<file path="config.mk">
export PLATFORM = sky130hd
export DESIGN_NAME = rv_exec_pipeline
export DESIGN_NICKNAME = d
export VERILOG_FILES = /design/src/rv_core_pkg.sv /design/src/rv_alu.sv /design/src/rv_csr_unit.sv /design/src/rv_decoder.sv /design/src/rv_exec_pipeline.sv /design/src/rv_reg_file.sv
export VERILOG_INCLUDE_DIRS = /design/src /design/src/src
export SDC_FILE = /design/constraint.sdc
export NUM_CORES = 2
export LEC_CHECK = 0
export BUFFER_PORTS_ARGS = -buffer_cell sky130_fd_sc_hd__buf_2
export CORE_UTILIZATION = 40
export DETAILED_ROUTE_END_ITERATION = 16
export GPL_TIMING_DRIVEN = 0
export HOLD_SLACK_MARGIN = 0.1
export PLACE_DENSITY_LB_ADDON = 0.08
export RECOVER_POWER = 100
export SYNTH_ARGS = -nofsm -noshare
export SYNTH_HDL_FRONTEND = slang
export SYNTH_SLANG_ARGS = --single-unit
</file>
<file path="constraint.sdc">
create_clock -name clk -period 7.7 [get_ports clk]
set_input_delay 1.155 -clock clk [delete_from_list [all_inputs] [get_ports clk]]
set_output_delay 1.155 -clock clk [all_outputs]
set_load 0.005 [all_outputs]
</file>
<file path="src/rv_core_settings.svh">
`ifndef RV_CORE_SETTINGS_SVH
`define RV_CORE_SETTINGS_SVH

// datapath and register file size
`define RV_XLEN      32
`define RV_REG_COUNT 32

// major opcodes kept by this core
`define RV_OPCODE_OP     7'b0110011
`define RV_OPCODE_OP_IMM 7'b0010011
`define RV_OPCODE_LUI    7'b0110111
`define RV_OPCODE_SYSTEM 7'b1110011

// funct7 for the base and the alternate (sub/sra) encodings
`define RV_FUNCT7_BASE 7'b0000000
`define RV_FUNCT7_ALT  7'b0100000

// integer funct3
`define RV_F3_ADD_SUB 3'b000
`define RV_F3_SLL     3'b001
`define RV_F3_SLT     3'b010
`define RV_F3_SLTU    3'b011
`define RV_F3_XOR     3'b100
`define RV_F3_SRL_SRA 3'b101
`define RV_F3_OR      3'b110
`define RV_F3_AND     3'b111

// csr funct3, bit 2 marks the immediate forms
`define RV_F3_CSRRW  3'b001
`define RV_F3_CSRRS  3'b010
`define RV_F3_CSRRC  3'b011
`define RV_F3_CSRRWI 3'b101
`define RV_F3_CSRRSI 3'b110
`define RV_F3_CSRRCI 3'b111

// csr addresses
`define RV_CSR_MSCRATCH  12'h340
`define RV_CSR_MCYCLE    12'hB00
`define RV_CSR_MINSTRET  12'hB02
`define RV_CSR_MCYCLEH   12'hB80
`define RV_CSR_MINSTRETH 12'hB82

`endif

</file>
<file path="src/rv_core_pkg.sv">
`include "rv_core_settings.svh"

package rv_core_pkg;

    // -------------------------------------------------------------------------
    // plain vectors
    // -------------------------------------------------------------------------
    typedef logic [`RV_XLEN-1:0]               xlen_t;
    typedef logic [31:0]                       inst_t;
    typedef logic [$clog2(`RV_REG_COUNT)-1:0]  reg_addr_t;
    typedef logic [11:0]                       csr_addr_t;

    // -------------------------------------------------------------------------
    // operation encodings
    // -------------------------------------------------------------------------
    typedef enum logic [3:0] {
        ALU_ADD,
        ALU_SUB,
        ALU_SLL,
        ALU_SLT,
        ALU_SLTU,
        ALU_XOR,
        ALU_SRL,
        ALU_SRA,
        ALU_OR,
        ALU_AND,
        ALU_PASS_B
    } alu_op_t;

    typedef enum logic [1:0] {
        CSR_OP_NONE,
        CSR_OP_ASSIGN,
        CSR_OP_SET,
        CSR_OP_CLEAR
    } csr_op_t;

    // -------------------------------------------------------------------------
    // stage payloads
    // -------------------------------------------------------------------------
    typedef struct packed {
        reg_addr_t rs1;
        reg_addr_t rs2;
        reg_addr_t rd;
        alu_op_t   alu_op;
        logic      b_is_imm;
        logic      a_is_zero;
        logic      rd_we;
        csr_op_t   csr_op;
        logic      csr_uimm;   // rs1 field is a 5-bit zero-extended source
        csr_addr_t csr_addr;
        logic      illegal;
    } decoded_t;

    typedef struct packed {
        decoded_t dec;
        xlen_t    rs1_data;
        xlen_t    rs2_data;
        xlen_t    imm;
    } exe_stage_t;

    typedef struct packed {
        reg_addr_t rd;
        xlen_t     data;
        logic      rd_we;
        logic      illegal;
    } retire_t;

endpackage

</file>
<file path="src/rv_alu.sv">
`timescale 1ns/100ps

module rv_alu
    import rv_core_pkg::*;
(
    input  alu_op_t op,
    input  xlen_t   a,
    input  xlen_t   b,
    output xlen_t   result
);

    logic [4:0] shamt;

    // only the low five bits shift, as in rv32
    assign shamt = b[4:0];

    always_comb begin
        case (op)
            ALU_ADD:    result = a + b;
            ALU_SUB:    result = a - b;
            ALU_SLL:    result = a << shamt;
            ALU_SLT:    result = xlen_t'($signed(a) < $signed(b));
            ALU_SLTU:   result = xlen_t'(a < b);
            ALU_XOR:    result = a ^ b;
            ALU_SRL:    result = a >> shamt;
            ALU_SRA:    result = xlen_t'($signed(a) >>> shamt);
            ALU_OR:     result = a | b;
            ALU_AND:    result = a & b;
            ALU_PASS_B: result = b;
            default:    result = '0;
        endcase
    end

endmodule

</file>
<file path="src/rv_csr_unit.sv">
`timescale 1ns/100ps

`include "rv_core_settings.svh"

module rv_csr_unit
    import rv_core_pkg::*;
(
    input  logic      clk,
    input  logic      rst,
    input  csr_op_t   op,
    input  csr_addr_t addr,
    input  xlen_t     src,
    input  logic      commit,
    output xlen_t     rdata
);

    logic [2*`RV_XLEN-1:0] mcycle;
    logic [2*`RV_XLEN-1:0] minstret;
    xlen_t                 mscratch;
    xlen_t                 wdata;
    logic                  wr_en;

    // -------------------------------------------------------------------------
    // read side
    // -------------------------------------------------------------------------
    always_comb begin
        case (addr)
            `RV_CSR_MCYCLE:    rdata = mcycle[`RV_XLEN-1:0];
            `RV_CSR_MCYCLEH:   rdata = mcycle[2*`RV_XLEN-1:`RV_XLEN];
            `RV_CSR_MINSTRET:  rdata = minstret[`RV_XLEN-1:0];
            `RV_CSR_MINSTRETH: rdata = minstret[2*`RV_XLEN-1:`RV_XLEN];
            `RV_CSR_MSCRATCH:  rdata = mscratch;
            default:           rdata = '0;
        endcase
    end

    // -------------------------------------------------------------------------
    // write side
    // -------------------------------------------------------------------------
    // set and clear work on the value being read
    always_comb begin
        case (op)
            CSR_OP_ASSIGN: wdata = src;
            CSR_OP_SET:    wdata = rdata | src;
            CSR_OP_CLEAR:  wdata = rdata & ~src;
            default:       wdata = rdata;
        endcase
    end

    assign wr_en = commit && (op != CSR_OP_NONE);

    always_ff @(posedge clk) begin
        if (rst) begin
            mscratch <= '0;
        end else if (wr_en && (addr == `RV_CSR_MSCRATCH)) begin
            mscratch <= wdata;
        end
    end

    // a write to either half holds the counter for that cycle
    always_ff @(posedge clk) begin
        if (rst) begin
            mcycle <= '0;
        end else if (wr_en && (addr == `RV_CSR_MCYCLE)) begin
            mcycle[`RV_XLEN-1:0] <= wdata;
        end else if (wr_en && (addr == `RV_CSR_MCYCLEH)) begin
            mcycle[2*`RV_XLEN-1:`RV_XLEN] <= wdata;
        end else begin
            mcycle <= mcycle + 1'b1;
        end
    end

    // counts every instruction leaving execute
    always_ff @(posedge clk) begin
        if (rst) begin
            minstret <= '0;
        end else if (wr_en && (addr == `RV_CSR_MINSTRET)) begin
            minstret[`RV_XLEN-1:0] <= wdata;
        end else if (wr_en && (addr == `RV_CSR_MINSTRETH)) begin
            minstret[2*`RV_XLEN-1:`RV_XLEN] <= wdata;
        end else if (commit) begin
            minstret <= minstret + 1'b1;
        end
    end

    // an instruction leaving execute carries a defined csr operation
    assert property (@(posedge clk) disable iff (rst)
        commit |-> !$isunknown(op))
        else $error("csr operation unknown while execute advances");

endmodule

</file>
<file path="src/rv_decoder.sv">
`timescale 1ns/100ps

`include "rv_core_settings.svh"

module rv_decoder
    import rv_core_pkg::*;
(
    input  inst_t    inst,
    output decoded_t decoded,
    output xlen_t    imm
);

    logic [6:0] opcode;
    logic [2:0] funct3;
    logic [6:0] funct7;
    logic       bad;

    assign opcode = inst[6:0];
    assign funct3 = inst[14:12];
    assign funct7 = inst[31:25];

    // shared by register and immediate forms, alt selects sub/sra
    function automatic alu_op_t alu_op_for(input logic [2:0] f3, input logic alt);
        alu_op_t op;
        case (f3)
            `RV_F3_ADD_SUB: op = alt ? ALU_SUB : ALU_ADD;
            `RV_F3_SLL:     op = ALU_SLL;
            `RV_F3_SLT:     op = ALU_SLT;
            `RV_F3_SLTU:    op = ALU_SLTU;
            `RV_F3_XOR:     op = ALU_XOR;
            `RV_F3_SRL_SRA: op = alt ? ALU_SRA : ALU_SRL;
            `RV_F3_OR:      op = ALU_OR;
            default:        op = ALU_AND;
        endcase
        return op;
    endfunction

    always_comb begin
        decoded          = '0;
        decoded.rs1      = inst[19:15];
        decoded.rs2      = inst[24:20];
        decoded.rd       = inst[11:7];
        decoded.alu_op   = ALU_ADD;
        decoded.csr_op   = CSR_OP_NONE;
        decoded.csr_addr = inst[31:20];
        imm              = {{20{inst[31]}}, inst[31:20]};
        bad              = 1'b0;

        case (opcode)
            `RV_OPCODE_OP: begin
                decoded.rd_we  = 1'b1;
                decoded.alu_op = alu_op_for(funct3, funct7[5]);
                // alternate funct7 only exists for sub and sra
                if (funct7 == `RV_FUNCT7_ALT) begin
                    bad = (funct3 != `RV_F3_ADD_SUB) && (funct3 != `RV_F3_SRL_SRA);
                end else begin
                    bad = (funct7 != `RV_FUNCT7_BASE);
                end
            end
            `RV_OPCODE_OP_IMM: begin
                decoded.rd_we    = 1'b1;
                decoded.b_is_imm = 1'b1;
                decoded.alu_op   = alu_op_for(funct3,
                                              (funct3 == `RV_F3_SRL_SRA) && funct7[5]);
                if (funct3 == `RV_F3_SLL) begin
                    imm = {27'b0, inst[24:20]};
                    bad = (funct7 != `RV_FUNCT7_BASE);
                end else if (funct3 == `RV_F3_SRL_SRA) begin
                    imm = {27'b0, inst[24:20]};
                    bad = (funct7 != `RV_FUNCT7_BASE) && (funct7 != `RV_FUNCT7_ALT);
                end
            end
            `RV_OPCODE_LUI: begin
                decoded.rd_we     = 1'b1;
                decoded.b_is_imm  = 1'b1;
                decoded.a_is_zero = 1'b1;
                decoded.alu_op    = ALU_PASS_B;
                imm               = {inst[31:12], 12'b0};
            end
            `RV_OPCODE_SYSTEM: begin
                decoded.rd_we    = 1'b1;
                decoded.csr_uimm = funct3[2];
                case (funct3)
                    `RV_F3_CSRRW, `RV_F3_CSRRWI: decoded.csr_op = CSR_OP_ASSIGN;
                    `RV_F3_CSRRS, `RV_F3_CSRRSI: decoded.csr_op = CSR_OP_SET;
                    `RV_F3_CSRRC, `RV_F3_CSRRCI: decoded.csr_op = CSR_OP_CLEAR;
                    default:                     bad = 1'b1;  // ecall, ebreak and friends
                endcase
            end
            default: bad = 1'b1;
        endcase

        // anything unknown retires as a no-op with the flag up
        if (bad) begin
            decoded.illegal = 1'b1;
            decoded.rd_we   = 1'b0;
            decoded.csr_op  = CSR_OP_NONE;
        end
    end

endmodule

</file>
<file path="src/rv_exec_pipeline.sv">
`timescale 1ns/100ps

module rv_exec_pipeline
    import rv_core_pkg::*;
(
    input  logic    clk,
    input  logic    rst,
    input  logic    in_valid,
    input  inst_t   in_inst,
    output logic    in_ready,
    output logic    ret_valid,
    input  logic    ret_ready,
    output retire_t ret
);

    decoded_t   decoded;
    xlen_t      imm;
    xlen_t      rs1_data;
    xlen_t      rs2_data;
    logic       advance;
    logic       rf_we;

    exe_stage_t exe_q;
    logic       exe_valid;
    logic       wb_valid;
    retire_t    wb_q;

    logic       fwd_a;
    logic       fwd_b;
    xlen_t      op_a;
    xlen_t      op_b;
    xlen_t      alu_a;
    xlen_t      alu_b;
    xlen_t      alu_result;
    xlen_t      csr_src;
    xlen_t      csr_rdata;
    logic       is_csr;
    logic       csr_commit;
    retire_t    wb_next;

    // -------------------------------------------------------------------------
    // flow control
    // -------------------------------------------------------------------------
    // everything moves together unless writeback is held
    assign advance   = ret_ready || !wb_valid;
    assign in_ready  = advance;
    assign ret_valid = wb_valid;
    assign ret       = wb_q;
    assign rf_we     = wb_valid && ret_ready && wb_q.rd_we;

    // -------------------------------------------------------------------------
    // decode
    // -------------------------------------------------------------------------
    rv_decoder rv_decoder_inst (
        .inst    (in_inst),
        .decoded (decoded),
        .imm     (imm)
    );

    rv_reg_file rv_reg_file_inst (
        .clk     (clk),
        .rst     (rst),
        .we      (rf_we),
        .waddr   (wb_q.rd),
        .wdata   (wb_q.data),
        .raddr_a (decoded.rs1),
        .raddr_b (decoded.rs2),
        .rdata_a (rs1_data),
        .rdata_b (rs2_data)
    );

    always_ff @(posedge clk) begin
        if (rst) begin
            exe_valid <= 1'b0;
            wb_valid  <= 1'b0;
        end else if (advance) begin
            exe_valid <= in_valid;
            wb_valid  <= exe_valid;
        end
    end

    always_ff @(posedge clk) begin
        if (advance && in_valid) begin
            exe_q.dec      <= decoded;
            exe_q.rs1_data <= rs1_data;
            exe_q.rs2_data <= rs2_data;
            exe_q.imm      <= imm;
        end
    end

    // -------------------------------------------------------------------------
    // execute
    // -------------------------------------------------------------------------
    // the writeback result is not in the register file yet
    assign fwd_a = wb_valid && wb_q.rd_we && (wb_q.rd != '0) && (wb_q.rd == exe_q.dec.rs1);
    assign fwd_b = wb_valid && wb_q.rd_we && (wb_q.rd != '0) && (wb_q.rd == exe_q.dec.rs2);

    assign op_a  = fwd_a ? wb_q.data : exe_q.rs1_data;
    assign op_b  = fwd_b ? wb_q.data : exe_q.rs2_data;
    assign alu_a = exe_q.dec.a_is_zero ? '0 : op_a;
    assign alu_b = exe_q.dec.b_is_imm ? exe_q.imm : op_b;

    rv_alu rv_alu_inst (
        .op     (exe_q.dec.alu_op),
        .a      (alu_a),
        .b      (alu_b),
        .result (alu_result)
    );

    // immediate csr forms reuse the rs1 field as uimm
    assign csr_src    = exe_q.dec.csr_uimm ? xlen_t'(exe_q.dec.rs1) : op_a;
    assign is_csr     = (exe_q.dec.csr_op != CSR_OP_NONE);
    assign csr_commit = exe_valid && advance;

    rv_csr_unit rv_csr_unit_inst (
        .clk    (clk),
        .rst    (rst),
        .op     (exe_q.dec.csr_op),
        .addr   (exe_q.dec.csr_addr),
        .src    (csr_src),
        .commit (csr_commit),
        .rdata  (csr_rdata)
    );

    always_comb begin
        wb_next.rd      = exe_q.dec.rd;
        wb_next.data    = is_csr ? csr_rdata : alu_result;
        wb_next.rd_we   = exe_q.dec.rd_we;
        wb_next.illegal = exe_q.dec.illegal;
    end

    // -------------------------------------------------------------------------
    // writeback
    // -------------------------------------------------------------------------
    always_ff @(posedge clk) begin
        if (advance && exe_valid) begin
            wb_q <= wb_next;
        end
    end

    // retire port holds its item until the consumer takes it
    assert property (@(posedge clk) disable iff (rst)
        (ret_valid && !ret_ready) |=> (ret_valid && $stable(ret)))
        else $error("retire item changed while held by back-pressure");

endmodule

</file>
<file path="src/rv_reg_file.sv">
`timescale 1ns/100ps

`include "rv_core_settings.svh"

module rv_reg_file
    import rv_core_pkg::*;
(
    input  logic      clk,
    input  logic      rst,
    input  logic      we,
    input  reg_addr_t waddr,
    input  xlen_t     wdata,
    input  reg_addr_t raddr_a,
    input  reg_addr_t raddr_b,
    output xlen_t     rdata_a,
    output xlen_t     rdata_b
);

    // x0 has no storage
    xlen_t regs [1:`RV_REG_COUNT-1];

    always_ff @(posedge clk) begin
        if (rst) begin
            for (int i = 1; i < `RV_REG_COUNT; i++) begin
                regs[i] <= '0;
            end
        end else if (we && (waddr != '0)) begin
            regs[waddr] <= wdata;
        end
    end

    // -------------------------------------------------------------------------
    // read ports with write-through
    // -------------------------------------------------------------------------
    always_comb begin
        if (raddr_a == '0) begin
            rdata_a = '0;
        end else if (we && (waddr == raddr_a)) begin
            rdata_a = wdata;
        end else begin
            rdata_a = regs[raddr_a];
        end
    end

    always_comb begin
        if (raddr_b == '0) begin
            rdata_b = '0;
        end else if (we && (waddr == raddr_b)) begin
            rdata_b = wdata;
        end else begin
            rdata_b = regs[raddr_b];
        end
    end

    // a write needs a known target
    assert property (@(posedge clk) disable iff (rst)
        we |-> !$isunknown(waddr))
        else $error("register write with an unknown address");

endmodule

</file>
==> flow_summary_export.csv <==
group,metric,value,unit
status,status,"complete, but fails checks",
status,violations,"capacitance limit, slew limit, setup timing",
final_layout,num-fill-cells,19000,
die,die_w,455,µm
power_and_ir_drop,switchingPower,0.00615,W
die,die-area,0.207,mm²
synthesis,synth_ff_type,"edfxtp_1",
placement,place_area,0.0865,mm²
power_and_ir_drop,power.density,216,mW/mm²
routing,drt-pass1-iter-count,9,
clock_network,clk_path_buf_depth,3,
worst_hold_path,holdPathStages,0,
clock_network,cts_inserted_buffers,160,
synthesis,synth_edf_count,1192,
timing,slew_headroom,-234,%
routing,drt_wl_total,423000,µm
global_routing,grt_pass1_vias,63300,
synthesis,synth_xor_area_share,0.395,%
power_and_ir_drop,comb_power_share,17.9,%
die,core,0.203,mm²
global_routing,grt_pass1_wl,561000,µm
global_routing,grt_max_degree,68,
synthesis,ys_ff_latch,1354,
run,cap_violations,55,
routing,wl_per_cell,42.0,µm
die,start_util,40.4,%
global_routing,antenna_found_initial,48,
timing,layout_min_cycle_time,7760,ps
die,die_h,455,µm
synthesis,seq_area_frac_synth,47.6,%
timing,rsz0062_at_grt,"true",
clock_network,insertion_delay,850,ps
clock_network,htreeDepth,4,
critical_path,end_kind,"flip-flop",
critical_path,worstRegToRegCells,18,
synthesis,synthSimpleGateAreaFrac,16.3,%
timing,hold_violations,0,
timing,skew,74.2,ps
power_and_ir_drop,p_clk_share,39.1,%
clock_network,path_clk_slew,50,ps
synthesis,muxShareOfSynthArea,20.4,%
timing,max_clock_freq,129,MHz
power_and_ir_drop,p_sw_share,31.0,%
final_layout,design_area,0.0916,mm²
timing,fin_crit_sh,101,%
global_routing,grtUsageTotal,40.4,%
timing,setup_violations,1,
final_layout,drive_gt1_share,15.0,%
timing,worst_pin_slew,5010,ps
synthesis,synth_compound_area_share,10.2,%
clock_network,hold_buffers,0,
routing,drt_iter0_drc,9399,
final_layout,post-route-util,45.2,%
timing,fin_setup_tns,-57.6,ps
clock_network,cts_sinks,1354,
power_and_ir_drop,seq_power_share,43.0,%
timing,whs,417,ps
global_routing,grt_overflow_total,0,
die,rows,165,
synthesis,syn_area,0.0820,mm²
critical_path,critPathArrivalTime,8240,ps
critical_path,path_class,"reg -> reg",
final_layout,finalNetCount,7397,
clock_network,cts_root_buf,"clkbuf_16",
synthesis,yosysWarningCount,0,
synthesis,yosysUniqueCellTypes,98,
placement,gp_congestion,1.02,
power_and_ir_drop,ir_drop,0.259,mV
routing,ant_nets,0,
final_layout,syn_to_final_growth,11.7,%
placement,io_buffer_count,74,
die,io_pins,77,
power_and_ir_drop,p_int,0.0137,W
critical_path,cp_max_fo,10,
timing,slew_violations,1285,
critical_path,start_kind,"flip-flop",
synthesis,synthCells,6952,
synthesis,synth-adder-area-share,1.67,%
timing,setup_slack,-57.6,ps
power_and_ir_drop,leakage,31.4,nW
synthesis,async_flop_share,0,%
placement,dp_hpwl,313000,µm
critical_path,crit_required,8180,ps
routing,via_per_inst,6.60,
routing,drc,0,
synthesis,avgSynthCellArea,11.8,µm²
worst_hold_path,hold_class,"reg -> reg",
synthesis,synth_top_family_by_area,"multiplexers",
clock_network,cts_tree,"yes",
routing,routed-via-count,66600,
-- path summary, 6_finish.rpt --
path                            startpoint       to  slack, ps
worst max-delay path             ret_valid  ret[31]        -60
worst min-delay path            exe_q[121]  ret[36]        420
worst max register to register   ret_valid  ret[31]        -60
worst min register to register  exe_q[121]  ret[36]        420
-- flip-flops by register name, summed over array words and instances (netlist names) --
name                       count
rv_reg_file_inst.regs       1024
ret_valid                      1
exe_valid                      1
rv_csr_unit_inst.mcycle       64
exe_q                        129
rv_csr_unit_inst.minstret     64
ret                           39
rv_csr_unit_inst.mscratch     32
-- power by group through the flow --
stage          logic (W)  registers (W)  clock network (W)
5_1_grt          0.00359        0.00854            0.00800
2_1_floorplan    0.00189        0.00851                  0
3_3_place_gp     0.00341        0.00863                  0
6_report         0.00354        0.00852            0.00776
4_1_cts          0.00345        0.00848            0.00776
3_5_place_dp     0.00344        0.00863                  0
-- metal layers --
layer	global-route usage, %	vias up	part of all wire, %
met5	0	-	0.029
li1	-	27000	-
met3	8.67	1140	9.0
met2	63.4	4214	45
met1	51.2	34200	38
met4	24.8	18	7.6
-- cells in the final DEF, fill, tap and decap left out, types with 34 or more instances in the layout --
cell type and instances:
and2_1 551, buf_1 44, inv_1 101, o21ai_0 258, nor3_1 148, a221oi_1 36
o22ai_1 46, edfxtp_1 1192, nand2_1 486, or2_0 39, dfxtp_1 162, a21oi_1 378
clkbuf_1 605, nand3_1 134, a211oi_1 137, nor2_1 493, a31oi_1 47, mux4_2 647
clkbuf_16 162, ha_1 106, a22oi_1 49, and2_0 446, mux2i_1 180, and3_1 34
a21o_1 38, buf_2 79
-- synthesized netlist by cell type (all sizes together) (16+ instances only) --
cell type,n,area (µm²)
a211oi,139,1050
a21oi,392,1960
mux4,647,14600
and2,997,6240
nor4,36,257
and3,35,219
a22o,16,140
buf,110,484
a21o,38,285
nor2b,30,188
nor3,155,792
nor2,496,1870
clkbuf,533,2000
inv,104,395
a22oi,49,368
or3,22,138
nand2b,31,194
mux2,26,304
nand2,487,1830
dfxtp,162,3240
o21a,17,128
a221oi,38,339
mux2i,182,1840
edfxtp,1192,35800
a222oi,26,260
xnor2,21,184
or2,46,288
nand3,134,671
o22ai,46,288
o21bai,18,135
a31oi,47,294
ha,106,1330
a221o,21,210
o211ai,29,218
o31ai,22,165
o21ai,273,1370
nand4,28,175
xor2,16,140
-- area by class of cell --
class                      instances  area (µm²)  share of cell area (%)
sequential                      1354       39000                    42.6
multi-input combinational       4879       40300                    44.0
tap                             2672        3340                    3.65
antenna                           27        67.6                  0.0737
clock inverter                    86         963                    1.05
timing repair buffer             110         698                   0.762
clock buffer                     203        4260                    4.65
buffer                           641        2540                    2.77
inverter                         107         407                   0.444
-- worst max-delay path, cell delays in order, from the launching register on --
cell and delay [ps]:
dfxtp_1 440, nand2_1 370, nor4_2 980, clkbuf_1 450, nand3_1 180, a21oi_1 1080
ha_1 410, clkbuf_1 210, nor4_2 510, and4_1 270, o211ai_1 110, and4b_1 350
a31oi_1 420, a221oi_2 230, nor3_1 390, nand2b_1 160, a21oi_1 60, nor4_1 600
a22oi_1 160
-- what timing repair did --
item	CTS	global route
endpoints found under the setup margin	17	13
setup buffers	3	0
pin swaps	1	0
resized for setup	20	12
-- logic make-up (layout without fill, tap and decap cells) --
kind of cell	count (synthesis)	after routing
AND/OR/NAND/NOR	2556	2556
flip-flops	1354	1354
AO/OA/AOI/OAI	1291	1291
multiplexers	855	855
buffers and inverters	750	1147
adder cells (fa/ha/maj)	108	108
XOR/XNOR	37	37
other	1	59
-- through the flow --
| step | power [W] | std cells | setup slack, ps |
|---|---|---|---|
| CTS | 0.0197 | 10000 | 20.2 |
| detailed placement | 0.0121 | 9759 | -772 |
| floorplan | 0.0104 | 6983 | 2330 |
| finish | 0.0198 | 10100 | -57.6 |
| global placement | 0.0120 | 9729 | -1270 |
| global route | 0.0201 | 10100 | -30.8 |
Note: power is estimated with default switching activity, not from simulation.
